`config.mk`:
```
export PLATFORM = sky130hd
export DESIGN_NAME = rx_dma_top
export DESIGN_NICKNAME = d
export VERILOG_FILES = /design/src/design/rx_dma_pkg.sv /design/src/design/rx_dma_top.sv /design/src/design/rx_stream_buffer.sv /design/src/design/rx_pkt_framer.sv /design/src/design/rx_byte_packer.sv
export SDC_FILE = /design/constraint.sdc
export NUM_CORES = 2
export LEC_CHECK = 0
export ABC_AREA = 1
export BUFFER_PORTS_ARGS = -buffer_cell sky130_fd_sc_hd__buf_2
export CAP_MARGIN = 20
export CORE_MARGIN = 1.5
export CORE_UTILIZATION = 50
export CTS_CLUSTER_SIZE = 30
export DETAILED_ROUTE_END_ITERATION = 8
export GPL_ROUTABILITY_DRIVEN = 0
export PLACE_DENSITY = 0.72
export SETUP_SLACK_MARGIN = 0.5
export SLEW_MARGIN = 20
export SYNTH_ARGS = -nofsm -noshare
export SYNTH_HDL_FRONTEND = slang
export SYNTH_SLANG_ARGS = --single-unit
```
`constraint.sdc`:
```
create_clock -name clk -period 9.8 [get_ports clk]
set_input_delay 1.47 -clock clk [delete_from_list [all_inputs] [get_ports clk]]
set_output_delay 1.47 -clock clk [all_outputs]
set_load 0.05 [all_outputs]
```
`src/design/rx_dma_pkg.sv`:
```
// shared widths, buffer sizing and framer state encoding, imported by every rx dma module
`default_nettype none

package rx_dma_pkg;

    // stream and payload widths
    localparam int WORD_W = 64;
    localparam int BYTE_W = 8;
    localparam int BYTE_LANES = WORD_W / BYTE_W;

    // signal field widths
    localparam int LEN_W = 16;
    localparam int TSF_W = 64;
    localparam int RSSI_W = 11;

    // timeout counts microseconds, interrupt delay counts clocks
    localparam int TIMEOUT_W = 13;
    localparam int INTR_DELAY_W = 15;

    // words per packet, headers included
    localparam int WORDS_W = 14;

    // stream buffer
    localparam int BUF_DEPTH = 64;
    localparam int BUF_ADDR_W = 6;
    localparam int RST_CYCLES = 8;

    // tsf word and info word go out ahead of the payload
    localparam int HDR_WORDS = 2;

    typedef enum logic [2:0] {
        WAIT_PKT,
        HDR_TSF,
        HDR_INFO,
        WAIT_DECISION,
        WAIT_LAST,
        WAIT_FLUSH
    } rx_state_t;

endpackage

`default_nettype wire
```
`src/design/rx_dma_top.sv`:
```
// rx dma framing subsystem with byte packer, packet framer and stream buffer toward the host dma
`default_nettype none

module rx_dma_top
    import rx_dma_pkg::*;
(
    input  logic                    clk,
    input  logic                    rstn,
    input  logic                    sig_valid,
    input  logic [LEN_W-1:0]        pkt_len,
    input  logic [7:0]              pkt_rate,
    input  logic [RSSI_W-1:0]       rssi_half_db,
    input  logic                    ht_sgi,
    input  logic                    ht_aggr,
    input  logic                    ht_aggr_last,
    input  logic                    ht_unsupport,
    input  logic [TSF_W-1:0]        tsf_val,
    input  logic [BYTE_W-1:0]       byte_data,
    input  logic                    byte_valid,
    input  logic                    byte_last,
    input  logic                    decision_req,
    input  logic                    decision_drop,
    output logic                    decision_ack,
    input  logic                    us_tick,
    input  logic                    recover_en,
    input  logic [TIMEOUT_W-1:0]    timeout_top,
    input  logic [INTR_DELAY_W-1:0] intr_delay,
    output logic [WORD_W-1:0]       out_data,
    output logic                    out_valid,
    output logic                    out_last,
    input  logic                    out_ready,
    output logic [WORDS_W-1:0]      num_words,
    output logic                    tlast_recover,
    output logic                    rx_pkt_intr
);

    logic [WORD_W-1:0] word_data;
    logic word_valid;
    logic [WORD_W-1:0] wr_data;
    logic wr_en;
    logic start;
    logic flush;
    logic last_done;

    rx_byte_packer u_packer (
        .clk(clk), .rstn(rstn),
        .byte_data(byte_data), .byte_valid(byte_valid), .byte_last(byte_last),
        .word_data(word_data), .word_valid(word_valid)
    );

    rx_pkt_framer u_framer (
        .clk(clk), .rstn(rstn),
        .sig_valid(sig_valid), .pkt_len(pkt_len), .pkt_rate(pkt_rate),
        .rssi_half_db(rssi_half_db), .ht_sgi(ht_sgi), .ht_aggr(ht_aggr),
        .ht_aggr_last(ht_aggr_last), .ht_unsupport(ht_unsupport), .tsf_val(tsf_val),
        .word_data(word_data), .word_valid(word_valid),
        .decision_req(decision_req), .decision_drop(decision_drop),
        .decision_ack(decision_ack),
        .us_tick(us_tick), .recover_en(recover_en), .timeout_top(timeout_top),
        .intr_delay(intr_delay),
        .wr_data(wr_data), .wr_en(wr_en), .start(start), .flush(flush),
        .num_words(num_words), .last_done(last_done),
        .tlast_recover(tlast_recover), .rx_pkt_intr(rx_pkt_intr)
    );

    rx_stream_buffer u_buffer (
        .clk(clk), .rstn(rstn),
        .wr_data(wr_data), .wr_en(wr_en), .start(start), .flush(flush),
        .num_words(num_words),
        .out_data(out_data), .out_valid(out_valid), .out_last(out_last),
        .out_ready(out_ready), .last_done(last_done)
    );

endmodule

`default_nettype wire

```
`src/design/rx_stream_buffer.sv`:
```
// word FIFO between the framer and the dma stream, released by start and emptied by flush
`default_nettype none

module rx_stream_buffer
    import rx_dma_pkg::*;
(
    input  logic               clk,
    input  logic               rstn,
    input  logic [WORD_W-1:0]  wr_data,
    input  logic               wr_en,
    input  logic               start,
    input  logic               flush,
    input  logic [WORDS_W-1:0] num_words,
    output logic [WORD_W-1:0]  out_data,
    output logic               out_valid,
    output logic               out_last,
    input  logic               out_ready,
    output logic               last_done
);

    logic [WORD_W-1:0] mem [BUF_DEPTH];
    logic [BUF_ADDR_W-1:0] wr_ptr;
    logic [BUF_ADDR_W-1:0] rd_ptr;
    logic [BUF_ADDR_W:0] fill;
    logic armed;
    logic [WORDS_W-1:0] words_lat;
    logic [WORDS_W-1:0] sent_cnt;
    logic empty;
    logic full;
    logic do_wr;
    logic do_rd;

    assign empty = (fill == '0);
    assign full = (fill == BUF_DEPTH);
    // writes during a flush belong to the discarded packet
    assign do_wr = wr_en && !flush;

    assign out_data = mem[rd_ptr];
    assign out_valid = armed && !empty && !flush;
    assign out_last = out_valid && (sent_cnt == words_lat - 1'b1);
    assign do_rd = out_valid && out_ready;
    assign last_done = do_rd && out_last;

    always_ff @(posedge clk) begin
        if (do_wr) begin
            mem[wr_ptr] <= wr_data;
        end
    end

    always_ff @(posedge clk) begin
        if (!rstn || flush) begin
            wr_ptr <= '0;
            rd_ptr <= '0;
            fill <= '0;
            armed <= 1'b0;
            sent_cnt <= '0;
        end else begin
            if (do_wr) begin
                wr_ptr <= wr_ptr + 1'b1;
            end
            if (do_rd) begin
                rd_ptr <= rd_ptr + 1'b1;
            end
            case ({do_wr, do_rd})
                2'b10: fill <= fill + 1'b1;
                2'b01: fill <= fill - 1'b1;
                default: fill <= fill;
            endcase
            // arm for one packet, disarm on its last word
            if (start) begin
                armed <= 1'b1;
                sent_cnt <= '0;
            end else if (last_done) begin
                armed <= 1'b0;
                sent_cnt <= '0;
            end else if (do_rd) begin
                sent_cnt <= sent_cnt + 1'b1;
            end
        end
    end

    // packet length in words, taken at start
    always_ff @(posedge clk) begin
        if (start) begin
            words_lat <= num_words;
        end
    end

    a_no_write_full: assert property (
        @(posedge clk) disable iff (!rstn)
        do_wr |-> !full
    ) else $error("write into full stream buffer");

    a_hold_on_stall: assert property (
        @(posedge clk) disable iff (!rstn)
        out_valid && !out_ready && !flush |=> $stable(out_data) && $stable(out_last)
    ) else $error("stream word changed while stalled");

endmodule

`default_nettype wire

```
`src/design/rx_pkt_framer.sv`:
```
// puts tsf and info headers ahead of each payload and runs the keep/drop, recovery and irq flow
`default_nettype none

module rx_pkt_framer
    import rx_dma_pkg::*;
(
    input  logic                    clk,
    input  logic                    rstn,
    // signal field
    input  logic                    sig_valid,
    input  logic [LEN_W-1:0]        pkt_len,
    input  logic [7:0]              pkt_rate,
    input  logic [RSSI_W-1:0]       rssi_half_db,
    input  logic                    ht_sgi,
    input  logic                    ht_aggr,
    input  logic                    ht_aggr_last,
    input  logic                    ht_unsupport,
    input  logic [TSF_W-1:0]        tsf_val,
    // packed payload
    input  logic [WORD_W-1:0]       word_data,
    input  logic                    word_valid,
    // keep or drop from the upper layer
    input  logic                    decision_req,
    input  logic                    decision_drop,
    output logic                    decision_ack,
    // ticks and settings
    input  logic                    us_tick,
    input  logic                    recover_en,
    input  logic [TIMEOUT_W-1:0]    timeout_top,
    input  logic [INTR_DELAY_W-1:0] intr_delay,
    // stream buffer side
    output logic [WORD_W-1:0]       wr_data,
    output logic                    wr_en,
    output logic                    start,
    output logic                    flush,
    output logic [WORDS_W-1:0]      num_words,
    input  logic                    last_done,
    output logic                    tlast_recover,
    output logic                    rx_pkt_intr
);

    rx_state_t state;
    logic [WORD_W-1:0] info_word;
    logic [TIMEOUT_W-1:0] us_cnt;
    logic [$clog2(RST_CYCLES)-1:0] rst_cnt;
    logic [INTR_DELAY_W-1:0] intr_cnt;
    logic intr_busy;
    logic timeout_hit;
    logic us_step;
    logic take_decision;

    assign timeout_hit = recover_en && (us_cnt > timeout_top);
    // counter saturates so a disabled recovery cannot wrap around
    assign us_step = us_tick && (us_cnt != '1);
    assign take_decision = decision_req && !decision_ack;

    always_ff @(posedge clk) begin
        if (!rstn) begin
            state <= WAIT_PKT;
            wr_en <= 1'b0;
            start <= 1'b0;
            flush <= 1'b0;
            num_words <= '0;
            decision_ack <= 1'b0;
            tlast_recover <= 1'b0;
            us_cnt <= '0;
            rst_cnt <= '0;
        end else begin
            wr_en <= 1'b0;
            start <= 1'b0;
            tlast_recover <= 1'b0;
            // four-phase release
            if (!decision_req) begin
                decision_ack <= 1'b0;
            end
            case (state)
                WAIT_PKT: begin
                    us_cnt <= '0;
                    rst_cnt <= '0;
                    if (sig_valid && !ht_unsupport) begin
                        wr_en <= 1'b1;
                        num_words <= WORDS_W'(pkt_len[LEN_W-1:3])
                                   + WORDS_W'(pkt_len[2:0] != 3'd0)
                                   + WORDS_W'(HDR_WORDS);
                        state <= HDR_TSF;
                    end
                end
                HDR_TSF: begin
                    wr_en <= 1'b1;
                    state <= HDR_INFO;
                end
                HDR_INFO: begin
                    wr_en <= word_valid;
                    state <= WAIT_DECISION;
                end
                WAIT_DECISION: begin
                    wr_en <= word_valid;
                    if (timeout_hit) begin
                        tlast_recover <= 1'b1;
                        flush <= 1'b1;
                        state <= WAIT_FLUSH;
                    end else if (take_decision) begin
                        decision_ack <= 1'b1;
                        us_cnt <= '0;
                        if (decision_drop) begin
                            flush <= 1'b1;
                            state <= WAIT_FLUSH;
                        end else begin
                            start <= 1'b1;
                            state <= WAIT_LAST;
                        end
                    end else if (us_step) begin
                        us_cnt <= us_cnt + 1'b1;
                    end
                end
                WAIT_LAST: begin
                    wr_en <= word_valid;
                    // a completed stream wins over a timeout in the same cycle
                    if (last_done) begin
                        state <= WAIT_PKT;
                    end else if (timeout_hit) begin
                        tlast_recover <= 1'b1;
                        flush <= 1'b1;
                        state <= WAIT_FLUSH;
                    end else if (us_step) begin
                        us_cnt <= us_cnt + 1'b1;
                    end
                end
                WAIT_FLUSH: begin
                    rst_cnt <= rst_cnt + 1'b1;
                    if (rst_cnt == RST_CYCLES - 1) begin
                        flush <= 1'b0;
                        num_words <= '0;
                        state <= WAIT_PKT;
                    end
                end
                default: begin
                    state <= WAIT_PKT;
                end
            endcase
        end
    end

    // header and payload data path
    // payload is assumed to start well after the signal field, so HDR_TSF never sees a word
    always_ff @(posedge clk) begin
        if (state == WAIT_PKT && sig_valid) begin
            wr_data <= WORD_W'(tsf_val);
            info_word <= {8'd0, ht_aggr_last, ht_aggr, ht_sgi, pkt_rate[7], pkt_rate[3:0],
                          pkt_len, {(32 - RSSI_W){1'b0}}, rssi_half_db};
        end else if (state == HDR_TSF) begin
            wr_data <= info_word;
        end else if (word_valid) begin
            wr_data <= word_data;
        end
    end

    // delayed interrupt, restarted by every completed stream
    always_ff @(posedge clk) begin
        if (!rstn) begin
            intr_busy <= 1'b0;
            intr_cnt <= '0;
        end else if (last_done) begin
            intr_busy <= 1'b1;
            intr_cnt <= intr_delay;
        end else if (intr_busy) begin
            if (intr_cnt == '0) begin
                intr_busy <= 1'b0;
            end else begin
                intr_cnt <= intr_cnt - 1'b1;
            end
        end
    end

    assign rx_pkt_intr = intr_busy && (intr_cnt == '0);

    a_start_flush_excl: assert property (
        @(posedge clk) disable iff (!rstn)
        !(start && flush)
    ) else $error("start and flush raised together");

    a_ack_in_decision: assert property (
        @(posedge clk) disable iff (!rstn)
        $rose(decision_ack) |-> $past(state) == WAIT_DECISION
    ) else $error("decision_ack rose outside WAIT_DECISION");

endmodule

`default_nettype wire

```
`src/design/rx_byte_packer.sv`:
```
// gathers decoded payload bytes into little-endian 64-bit words for the packet framer
`default_nettype none

module rx_byte_packer
    import rx_dma_pkg::*;
(
    input  logic              clk,
    input  logic              rstn,
    input  logic [BYTE_W-1:0] byte_data,
    input  logic              byte_valid,
    input  logic              byte_last,
    output logic [WORD_W-1:0] word_data,
    output logic              word_valid
);

    logic [$clog2(BYTE_LANES)-1:0] lane;
    logic [WORD_W-1:0] acc;
    logic [WORD_W-1:0] next_word;
    logic word_done;

    // lanes below the current one come from the accumulator, lanes above stay zero
    always_comb begin
        next_word = '0;
        for (int i = 0; i < BYTE_LANES; i++) begin
            if (i < lane) begin
                next_word[i*BYTE_W +: BYTE_W] = acc[i*BYTE_W +: BYTE_W];
            end else if (i == lane) begin
                next_word[i*BYTE_W +: BYTE_W] = byte_data;
            end
        end
    end

    assign word_done = byte_valid && (byte_last || (lane == BYTE_LANES - 1));

    always_ff @(posedge clk) begin
        if (!rstn) begin
            lane <= '0;
            word_valid <= 1'b0;
        end else begin
            word_valid <= word_done;
            if (byte_valid) begin
                // restart at lane 0 for the next packet
                if (byte_last) begin
                    lane <= '0;
                end else begin
                    lane <= lane + 1'b1;
                end
            end
        end
    end

    always_ff @(posedge clk) begin
        if (byte_valid) begin
            acc <= next_word;
        end
        if (word_done) begin
            word_data <= next_word;
        end
    end

    // decoder leaves at least one idle cycle between bytes
    a_word_pulse_gap: assert property (
        @(posedge clk) disable iff (!rstn)
        word_valid |=> !word_valid
    ) else $error("packer emitted words in consecutive cycles");

endmodule

`default_nettype wire

```
==> metrics.cfg <==
[timing]
fmax_ghz = 0.139
rsz0062_at_grt = false
clock_skew_ps = 111
fin_crit_sh_pct = 73.3
hold_viol = 0
min_period_ps = 7190
slew_viol_final = 0
holdWs_ps = 461
slew_headroom_pct = 4.88
fin_setup_tns_ps = 0
worst_slew_pin_slew_ps = 1430
setup_viol = 0

[power_and_ir_drop]
ir_drop_mv = 0.185
p_leak_nw = 63.9
p_per_area_nw_per_um2 = 229
power_w = 0.0446

[setup_path]
critPathKind = reg2out
critical_path.max_fanout = 76
start_kind = flop
worstSetupEndpointType = primary output
cp_data_required_time_ps = 8330
crit_arrival_ps = 5720

[cts]
htreeDepth = 5
clock_latency_ps = 1010
cts_hold_buf = 0
root_buffer = clkbuf_16
cts_tree = built
ctsResizeCount = 0
path_clk_slew_ps = 60
cts.sinks = 4427
cts_buffer_depth = 4
cts_setup_buffers = 0
cts_buffers = 428

[synth]
avgSynthCellArea_um2 = 12.9
synth_area_um2 = 175000
ys_ff_latch = 4427
ys_top_cells_by_area = edfxtp_1 (74%), o21ai_0 (7.4%), nor2_1 (6.0%)
synth-edff-count = 4329
synth_nets = 13800
synthDominantCellAreaShare_pct = 74.4
synth_warnings = 0
yosysTopAreaCell = edfxtp_1
synth_most_common_cell = edfxtp_1
async_reset_ff_share_pct = 0
ys.flop_type = edfxtp_1
synth_commonest_cells = edfxtp_1 (4329), nor2_1 (2783), o21ai_0 (2574)
syn_inst = 13600
ys_seq_area_share_pct = 75.5
synth_cell_types = 48

[placed_design]
hpwl_um = 266000
io_buffers = 228

[grt]
grt_max_degree = 248
grt_pass1_wl_um = 729000
grt_pass1_vias = 108000
antenna_found_initial = 22
overflow = 0
track_usage_pct = 28.0

[floorplan]
die_h_um = 594
start_util_pct = 50.3
dieArea_um2 = 353000
row_count = 216
die_x_um = 594
core_area_um2 = 347000
boundaryPins = 232

[worst_hold_path]
hold_class = reg2reg

[routing]
routedWlPerCell_um = 27.7
route.detailed.drc = 0
drt.antenna.violating_nets = 0
drt-initial-drc-count = 19100
vias = 118000
wl_um = 513000
detail_route.first_pass.iterations = 6
viasPerCell = 6.36

[final_layout]
nNetsFinal = 13800
areaGrowthSynthToFinish_pct = 11.4
drive_above_1_share_pct = 8.94
fillers = 27000

[outcome]
status = complete, no violations

[job]
max_cap_viol_count = 0

power by group:
group          total [W]  internal, W  switching, W
combinational    0.00457     0.000571       0.00400
clock             0.0161      0.00903       0.00703
sequential        0.0240       0.0239      0.000130
total             0.0446       0.0335        0.0112
cell type report:
class	instances	area [µm²]	area share, %
antenna	15	37.5	0.0193
clock buffer	540	11300	5.80
multi-input combinational	7980	38500	19.8
timing repair buffer	548	4030	2.07
tap	4578	5730	2.94
inverter	208	821	0.422
sequential	4427	132000	67.8
clock inverter	249	2270	1.17
path summary, 6_finish.rpt:
check,slack [ps],startpoint,cells past startpoint,endpoint
worst max-delay path,2610,flop,9,out_data[62]
worst min-delay path,460,u_buffer.armed,2,u_buffer.armed
worst max register to register,4930,u_framer.flush,7,u_buffer.mem[42][14]
worst min register to register,460,u_buffer.armed,2,u_buffer.armed
registers in the layout, indices dropped and copies added, names as in the netlist, 13 cells and up, named ones only:
register            count
u_framer.info_word     35
u_framer.intr_cnt      15
u_packer.acc           56
u_framer.us_cnt        13
u_buffer.sent_cnt      14
u_buffer.mem         4096
u_framer.num_words     14
u_buffer.words_lat     14
u_framer.wr_data       64
u_packer.word_data     64
metrics by stage:
stage          setup WS (ps)  area, µm²  utilization (%)  std cells
2_1_floorplan           2310     175000                -      13600
3_3_place_gp            3730     181000             52.1      17700
3_5_place_dp            3750     181000             52.2      17700
4_1_cts                 2680     195000             56.1      18500
5_1_grt                 2520     195000             56.1      18500
6_report                2610     195000             56.1      18500
logic make-up after synthesis:
logic type                 synth area share, %
AOI/OAI and AO/OA                         13.1
buffers and inverters                     2.72
DFF                                       75.5
xor gates and xnor gates                 0.221
and+or+nand+nor                           8.18
adders and majority gates                0.248
worst max-delay path, cell delays in order, from the launching register on:
cell     delay (ps)
dfxtp_4         720
buf_4           780
buf_4           810
o21ai_0         220
o22ai_1         220
o21ai_0         100
o22ai_1         270
o21ai_0         110
o22ai_1         880
buf_2           420
placed cells by master (no fill, tap or decap), types with 14 or more instances in the layout:
cell type,instances
o21ai_1,90
inv_1,199
clkbuf_1,102
o21ai_0,2566
bufinv_16,33
nand4_1,14
a31oi_1,34
buf_2,228
buf_12,35
nor3_1,51
clkbuf_16,434
o31ai_1,21
nand3_1,129
xor2_1,33
nor2_1,2718
o22ai_1,1288
ha_1,33
clkinv_2,75
diode_2,15
a21oi_1,184
clkinv_1,105
buf_4,281
dfxtp_1,92
nor2_4,69
edfxtp_1,4329
nand2_1,653
routing by layer:
metal	up-vias	GRT usage (%)	part of all wire (%)
li1	50400	-	-
met1	57700	38.3	36
met2	8341	43.1	45
met3	1422	6.14	14
met4	14	13.0	5.3
met5	-	0	0.055
Power figures use the tool's default switching activity.
